`config.mk`:
```
export PLATFORM = sky130hd
export DESIGN_NAME = wb_fifo_top
export DESIGN_NICKNAME = d
export VERILOG_FILES = /design/src/hw/fifo_pkg.sv /design/src/hw/fifo_if.sv /design/src/hw/dual_port_ram.sv /design/src/hw/fifo_ctrl.sv /design/src/hw/wb_fifo_slave.sv /design/src/hw/wb_fifo_top.sv
export SDC_FILE = /design/constraint.sdc
export NUM_CORES = 1
export LEC_CHECK = 0
export BUFFER_PORTS_ARGS = -buffer_cell sky130_fd_sc_hd__buf_2
export CAP_MARGIN = 0
export CORE_UTILIZATION = 45
export CTS_CLUSTER_SIZE = 20
export DETAILED_ROUTE_END_ITERATION = 8
export PLACE_DENSITY = 0.67
export RECOVER_POWER = 50
export SYNTH_ARGS = -nofsm -noshare
export SYNTH_HDL_FRONTEND = slang
export SYNTH_SLANG_ARGS = --single-unit
```
`constraint.sdc`:
```
create_clock -name clock -period 5.2 [get_ports clock]
set_clock_uncertainty 0.05 [all_clocks]
set_input_delay 0.52 -clock clock [delete_from_list [all_inputs] [get_ports clock]]
set_output_delay 0.52 -clock clock [all_outputs]
set_load 0.02 [all_outputs]
```
`src/hw/fifo_pkg.sv`:
```
package fifo_pkg;

        ////////////////////////////////////////////////////////////////////
        // Sizes
        ////////////////////////////////////////////////////////////////////

        // Width of one FIFO byte and of the Wishbone data bus
        localparam int data_width = 8;
        // RAM address and pointer width
        localparam int addr_width = 4;
        // RAM entries of which one always stays free
        localparam int depth = 2 ** addr_width;

        ////////////////////////////////////////////////////////////////////
        // Register map and status word
        ////////////////////////////////////////////////////////////////////

        // Write pushes and read pops
        localparam logic reg_data = 1'b0;
        // Read returns status and clears sticky flags
        localparam logic reg_status = 1'b1;

        // Status bit positions in the read word
        localparam int status_empty = 0;
        localparam int status_full = 1;
        localparam int status_overflow = 2;
        localparam int status_underflow = 3;

        // Controller states where bit 3 marks a push and bit 2 a combined step
        typedef enum logic [3:0] {
                idle         = 4'b0000,
                pop          = 4'b0001,
                push_write   = 4'b1000,
                push_advance = 4'b1001,
                both_write   = 4'b1100,
                both_advance = 4'b1101
        } ctrl_state_t;

endpackage

```
`src/hw/fifo_if.sv`:
```
// Request channel between the bus slave and the FIFO controller
interface fifo_if;

        // Single-cycle requests, only while busy is low
        logic push;
        logic pop;
        // Byte to be pushed
        logic [fifo_pkg::data_width-1:0] wdata;
        // Current head byte
        logic [fifo_pkg::data_width-1:0] rdata;
        // Flags from the pointers
        logic empty;
        logic full;
        // High in any state but idle
        logic busy;

        modport slave (
                output push, pop, wdata,
                input  rdata, empty, full, busy
        );

        modport ctrl (
                input  push, pop, wdata,
                output rdata, empty, full, busy
        );

endinterface

// Memory channel between the controller and the byte RAM
interface ram_if;

        // Write port, rear pointer side
        logic we;
        logic [fifo_pkg::addr_width-1:0] waddr;
        logic [fifo_pkg::data_width-1:0] wdata;
        // Read port, front pointer side
        logic [fifo_pkg::addr_width-1:0] raddr;
        logic [fifo_pkg::data_width-1:0] rdata;

        modport ctrl (
                output we, waddr, wdata, raddr,
                input  rdata
        );

        modport ram (
                input  we, waddr, wdata, raddr,
                output rdata
        );

endinterface

```
`src/hw/dual_port_ram.sv`:
```
module dual_port_ram (
        input logic clock,
        ram_if.ram  bus
);

        //////////////////////////////////////////////////////////////////////
        // Storage
        //////////////////////////////////////////////////////////////////////

        // 16 x 8 array, contents undefined after reset
        logic [fifo_pkg::data_width-1:0] mem [fifo_pkg::depth];

        //////////////////////////////////////////////////////////////////////
        // Write port
        //////////////////////////////////////////////////////////////////////

        // Synchronous write at the rear slot
        always_ff @(posedge clock) begin
                if (bus.we) begin
                        mem[bus.waddr] <= bus.wdata;
                end
        end

        //////////////////////////////////////////////////////////////////////
        // Read port
        //////////////////////////////////////////////////////////////////////

        // Asynchronous read, head byte visible without a clock
        assign bus.rdata = mem[bus.raddr];

endmodule

```
`src/hw/fifo_ctrl.sv`:
```
module fifo_ctrl (
        input logic clock,
        input logic reset,
        fifo_if.ctrl host,
        ram_if.ctrl  mem
);

        //////////////////////////////////////////////////////////////////////
        // State and pointers
        //////////////////////////////////////////////////////////////////////

        fifo_pkg::ctrl_state_t state;
        fifo_pkg::ctrl_state_t state_next;

        // Front points at the head byte, rear at the next free slot
        logic [fifo_pkg::addr_width-1:0] front;
        logic [fifo_pkg::addr_width-1:0] rear;
        logic [fifo_pkg::addr_width-1:0] front_next;
        logic [fifo_pkg::addr_width-1:0] rear_next;

        // Byte held for the write state
        logic [fifo_pkg::data_width-1:0] wdata_q;

        // Step control
        logic writing;
        logic front_step;
        logic rear_step;

        //////////////////////////////////////////////////////////////////////
        // Flags
        //////////////////////////////////////////////////////////////////////

        // Incremented pointers wrap on their own at 16
        assign front_next = front + 1'b1;
        assign rear_next = rear + 1'b1;

        // Equal pointers mean nothing stored
        assign host.empty = (rear == front);
        // One slot kept free so full differs from empty
        assign host.full = (rear_next == front);
        // Any operation in flight
        assign host.busy = (state != fifo_pkg::idle);

        // Which states touch the RAM and the pointers
        assign writing = (state == fifo_pkg::push_write) ||
                         (state == fifo_pkg::both_write);
        assign front_step = (state == fifo_pkg::pop) ||
                            (state == fifo_pkg::both_write);
        assign rear_step = (state == fifo_pkg::push_advance) ||
                           (state == fifo_pkg::both_advance);

        //////////////////////////////////////////////////////////////////////
        // RAM hookup
        //////////////////////////////////////////////////////////////////////

        // Write lands at rear, read always shows front
        assign mem.we = writing;
        assign mem.waddr = rear;
        assign mem.wdata = wdata_q;
        assign mem.raddr = front;

        // Head byte straight through to the slave
        assign host.rdata = mem.rdata;

        //////////////////////////////////////////////////////////////////////
        // Registers
        //////////////////////////////////////////////////////////////////////

        always_ff @(posedge clock or posedge reset) begin
                if (reset) begin
                        state <= fifo_pkg::idle;
                        front <= '0;
                        rear <= '0;
                end else begin
                        state <= state_next;
                        if (front_step) begin
                                front <= front_next;
                        end
                        if (rear_step) begin
                                rear <= rear_next;
                        end
                end
        end

        // Capture the push byte as the request is taken
        always_ff @(posedge clock) begin
                if (state == fifo_pkg::idle && host.push) begin
                        wdata_q <= host.wdata;
                end
        end

        //////////////////////////////////////////////////////////////////////
        // Next state
        //////////////////////////////////////////////////////////////////////

        always_comb begin
                state_next = fifo_pkg::idle;
                case (state)
                        fifo_pkg::idle: begin
                                // Combined path first, then single ops
                                if (host.pop && !host.empty && host.push && !host.full) begin
                                        state_next = fifo_pkg::both_write;
                                end else if (host.pop && !host.empty) begin
                                        state_next = fifo_pkg::pop;
                                end else if (host.push && !host.full) begin
                                        state_next = fifo_pkg::push_write;
                                end
                        end
                        // Pop is a single step
                        fifo_pkg::pop: state_next = fifo_pkg::idle;
                        // Push writes, then moves rear
                        fifo_pkg::push_write: state_next = fifo_pkg::push_advance;
                        fifo_pkg::push_advance: state_next = fifo_pkg::idle;
                        // Combined, front moves during the write step
                        fifo_pkg::both_write: state_next = fifo_pkg::both_advance;
                        fifo_pkg::both_advance: state_next = fifo_pkg::idle;
                        default: state_next = fifo_pkg::idle;
                endcase
        end

endmodule

```
`src/hw/wb_fifo_slave.sv`:
```
module wb_fifo_slave (
        input  logic clock,
        input  logic reset,
        input  logic cyc,
        input  logic stb,
        input  logic we,
        input  logic adr,
        input  logic [fifo_pkg::data_width-1:0] dat_w,
        output logic [fifo_pkg::data_width-1:0] dat_r,
        output logic ack,
        fifo_if.slave fifo
);

        //////////////////////////////////////////////////////////////////////
        // Sequencer
        //////////////////////////////////////////////////////////////////////

        typedef enum logic [1:0] {
                phase_idle,
                phase_issue,
                phase_wait,
                phase_ack
        } phase_t;

        phase_t phase;

        // Pending request kind, 1 for push
        logic op_push;
        // Sticky error flags
        logic overflow;
        logic underflow;
        // Status word as read from reg_status
        logic [fifo_pkg::data_width-1:0] status_word;

        // New transfer seen
        logic start;

        assign start = cyc && stb;

        // Request lives only in the issue cycle
        assign fifo.push = (phase == phase_issue) && op_push;
        assign fifo.pop = (phase == phase_issue) && !op_push;
        // Master holds dat_w until ack
        assign fifo.wdata = dat_w;

        // Fixed-latency ack, or first cycle the controller is free
        assign ack = (phase == phase_ack) || (phase == phase_wait && !fifo.busy);

        always_comb begin
                status_word = '0;
                status_word[fifo_pkg::status_empty] = fifo.empty;
                status_word[fifo_pkg::status_full] = fifo.full;
                status_word[fifo_pkg::status_overflow] = overflow;
                status_word[fifo_pkg::status_underflow] = underflow;
        end

        //////////////////////////////////////////////////////////////////////
        // Control registers
        //////////////////////////////////////////////////////////////////////

        always_ff @(posedge clock or posedge reset) begin
                if (reset) begin
                        phase <= phase_idle;
                        op_push <= 1'b0;
                        overflow <= 1'b0;
                        underflow <= 1'b0;
                end else begin
                        case (phase)
                                phase_idle: begin
                                        if (start) begin
                                                // Default is a plain one-cycle ack
                                                phase <= phase_ack;
                                                if (adr == fifo_pkg::reg_status) begin
                                                        // Reading status clears both flags
                                                        if (!we) begin
                                                                overflow <= 1'b0;
                                                                underflow <= 1'b0;
                                                        end
                                                end else if (we) begin
                                                        if (fifo.full) begin
                                                                overflow <= 1'b1;
                                                        end else begin
                                                                op_push <= 1'b1;
                                                                phase <= phase_issue;
                                                        end
                                                end else begin
                                                        if (fifo.empty) begin
                                                                underflow <= 1'b1;
                                                        end else begin
                                                                op_push <= 1'b0;
                                                                phase <= phase_issue;
                                                        end
                                                end
                                        end
                                end
                                phase_issue: phase <= phase_wait;
                                // Leave as soon as ack goes out
                                phase_wait: begin
                                        if (!fifo.busy) begin
                                                phase <= phase_idle;
                                        end
                                end
                                phase_ack: phase <= phase_idle;
                                default: phase <= phase_idle;
                        endcase
                end
        end

        //////////////////////////////////////////////////////////////////////
        // Read data
        //////////////////////////////////////////////////////////////////////

        always_ff @(posedge clock) begin
                if (phase == phase_idle && start && !we) begin
                        // Status snapshot before the clear, zero on underflow
                        if (adr == fifo_pkg::reg_status) begin
                                dat_r <= status_word;
                        end else if (fifo.empty) begin
                                dat_r <= '0;
                        end
                end else if (phase == phase_issue && !op_push) begin
                        // Head byte taken together with the pop
                        dat_r <= fifo.rdata;
                end
        end

endmodule

```
`src/hw/wb_fifo_top.sv`:
```
module wb_fifo_top (
        input  logic clock,
        input  logic reset,
        input  logic cyc,
        input  logic stb,
        input  logic we,
        input  logic adr,
        input  logic [fifo_pkg::data_width-1:0] dat_w,
        output logic [fifo_pkg::data_width-1:0] dat_r,
        output logic ack
);

        //////////////////////////////////////////////////////////////////////
        // Internal channels
        //////////////////////////////////////////////////////////////////////

        // Slave to controller requests
        fifo_if host_bus ();
        // Controller to RAM
        ram_if ram_bus ();

        //////////////////////////////////////////////////////////////////////
        // Blocks
        //////////////////////////////////////////////////////////////////////

        // Wishbone register window
        wb_fifo_slave u_slave (
                .clock (clock),
                .reset (reset),
                .cyc   (cyc),
                .stb   (stb),
                .we    (we),
                .adr   (adr),
                .dat_w (dat_w),
                .dat_r (dat_r),
                .ack   (ack),
                .fifo  (host_bus)
        );

        // Pointers and push/pop FSM
        fifo_ctrl u_ctrl (
                .clock (clock),
                .reset (reset),
                .host  (host_bus),
                .mem   (ram_bus)
        );

        // Byte storage
        dual_port_ram u_ram (
                .clock (clock),
                .bus   (ram_bus)
        );

endmodule

```
==> results.md <==
- Post-CTS sizing: 0
- TritonCTS clock tree: built
- Wire length per cell: 20.99 um
- Share of cells above drive strength 1: 20.64%
- Crit Path Max Fanout: 26
- Root buf cell: clkbuf_16
- Post-DP HPWL: 7228 um
- Max VDD drop: 0.2568 mV
- Clk sinks: 160
- Io pins: 23
- Required time worst endpoint: 5.30 ns
- Number of synthesized register bits: 160
- Avg Vias per Cell: 5.420
- Die Wd: 122.2 um
- Global Route Usage Sum: 17.16%
- Largest cells by area after synthesis: edfxtp_1 67%, mux4_2 6.2%, dfrtp_1 6.2%
- Primary FF master, synth: edfxtp_1
- P_sw: 0.001055 W
- Netlist cell types: 42
- Antenna cells: 0
- Post-synth net total: 351
- Internal power: 0.002671 W
- R2r setup slk: 2.83 ns
- Final Max Slew Viols: 0
- EDFF count, synth: 144
- CTS Hold Bufs: 0
- Postcts setup bufs: 0
- Dpl ws: 2.823 ns
- Most common library cells after synthesis: 144 x edfxtp_1, 18 x mux4_2, 17 x nor2_1
- Peak Freq: 422.8 MHz
- Die span in y: 122.2 um
- Reg-to-reg critical path endpoint: u_slave.dat_r[1]
- Setup TNS: 0 ns
- Final setup violation count: 0
- Reg2Reg Depth: 5
- Clock Latency Late Sink: 0.42 ns
- Least-Margin Pin Slew: 1.039 ns
- Starting DRC count in detailed routing: 215
- Routed Antenna Nets: 0
- Final hold violations: 0
- Post-synthesis cell count: 332
- Unrepaired setup endpoints after global routing: false
- Post-synth top area share: 66.53%
- Largest net degree at the start of global routing: 33
- Area added between synthesis and finish: 12.42%
- H-tree depth: 4
- DR pass1 iterations: 4
- Clock transition at path regs: 0.06 ns
- Worst EP arrival: 2.47 ns
- # fillers: 1110
- Via count: 2997
- First-pass GRT wire length: 17510 um
- Count leader, synth: edfxtp_1
- Remaining Overflow, GRT: 0
- Status: completed
- Fraction of the cycle the final worst path needs: 45.49%
- Slew Limit Headroom: 30.51%
- Syn. warnings: 0
- Fin crit period: 2.365 ns
- Critical Path End Type: flop
- Min setup slack post-route: 2.835 ns
- Fin nets: 380
- Post-synthesis async set-or-reset flop share: 10.00%
- Cell taking the most area after synthesis: edfxtp_1
- Vias in the first global route: 3040
- Final wirelength: 11610 um
- Sw Share: 28.31%
- Die ar.: 14930 um2
- Cell Area, Synth: 6500 um2
- Sequential power share: 43.7%
- Average size of a mapped cell: 19.58 um2
- Critical path origin: u_ctrl.mem.raddr[0]
- Max clock buf depth: 2
- Cell area power density: 509.9 nW/um2
- Final GP Congestion: 0.7405
- Initial Utilization: 46.47%
- Initial antenna violation count: 0
- Startpoint Class: flop
- Core area: 13990 um2
- Total CTS buffers: 17
- DRC violations left: 0
- Critical Path End: u_slave.dat_r[1]
- Max_cap viols: 0
- Leakage: 2.450 nW
- Clk pwr share: 31.9%
- HP Class: in2async
- Part of the power in combinational logic: 24.5%
- Site Rows: 43
- Reg-to-reg critical path startpoint: u_ctrl.mem.raddr[0]
- Sequential area share after synthesis: 72.69%
- PortBufs: 22
- Worst Path Class, Setup: reg2reg
-- layout by cell type, fill, tap and decap left out, types with 5 or more instances in the layout --
cell	instances
nor2_1	17
nand2b_1	6
or3_1	5
clkbuf_16	17
nand3_1	6
mux4_1	14
ha_1	5
mux2i_1	16
dfrtp_1	15
xnor2_1	9
buf_2	16
edfxtp_1	144
inv_1	6
nand2_1	12
mux4_2	18
clkbuf_1	7
-- through the flow --
| stage | total power, W | instances | util [%] | cell area, um2 | hold slack, ns |
|---|---|---|---|---|---|
| 6_report | 0.003726 | 553 | 52.24 | 7307 | 0.1222 |
| 3_5_place_dp | 0.002571 | 522 | 48.25 | 6749 | 0.4550 |
| 5_1_grt | 0.003875 | 553 | 52.24 | 7307 | 0.1816 |
| 3_3_place_gp | 0.002555 | 522 | 48.25 | 6749 | 0.4438 |
| 2_1_floorplan | 0.002401 | 332 | - | 6500 | 0.3837 |
| 4_1_cts | 0.003762 | 553 | 52.29 | 7315 | 0.1286 |
-- logic make-up after synthesis --
group           after synthesis  synth area share, %
mux                          51                14.88
xor+xnor                     13                1.983
simple gates                 59                4.601
flops                       160                72.69
fa+ha+maj                     5               0.9625
compound gates               23                2.695
buf+inv                      21                2.194
-- critical path, cell delays in order, from the launching register on --
cell     delay (ns)
dfrtp_2        0.52
buf_4          0.48
mux4_1         0.61
mux2i_1        0.19
mux2_2         0.17
o21ai_0        0.06
-- registers in the layout (all words and copies together), names as in the netlist --
signal	cells
u_ram.mem	128
u_ctrl.mem.raddr	4
u_ctrl.state	3
u_ctrl.mem.waddr	4
u_slave.dat_r	8
u_slave.phase	2
u_slave.op_push	1
u_ctrl.mem.wdata	8
u_slave.overflow	1
u_slave.underflow	1
-- power by group through the flow --
stage	Clock [W]	Sequential, W	Combinational, W
global placement	0	0.00165	0.000907
CTS	0.00121	0.00163	0.000922
floorplan	0	0.00161	0.000787
detailed placement	0	0.00165	0.000918
global route	0.00125	0.00164	0.000984
finish	0.00119	0.00163	0.000912
-- layout make-up --
cell class / count / area (um2) / share of cell area (%)
well taps: 180 / 225.2 / 3.082
clock buffers: 18 / 429.2 / 5.873
repair buffers: 25 / 125.1 / 1.712
clock inverters: 13 / 136.4 / 1.866
flip-flops and latches: 160 / 4726 / 64.67
multi-input cells: 151 / 1643 / 22.48
inverters: 6 / 22.52 / 0.3082
-- how the worst min path moves through the flow --
stage                          startpoint                   to  cells past startpoint
after floorplan                     reset  u_ctrl.mem.raddr[0]                      1
after global placement    u_slave.op_push      u_slave.op_push                      2
after detailed placement  u_slave.op_push      u_slave.op_push                      2
after CTS                           reset      u_ctrl.state[0]                      2
after global routing                reset  u_ctrl.mem.raddr[2]                      2
final                               reset      u_slave.op_push                      2
-- layer usage --
metal  track usage, %  share of wire [%]  up-vias
met5                0                  0        -
met4            9.680                2.6        0
met3            3.792                4.2       20
met2            26.09                 49       65
met1            22.98                 44     1518
li1                 -                  -     1394
Power figures use the tool's default switching activity.
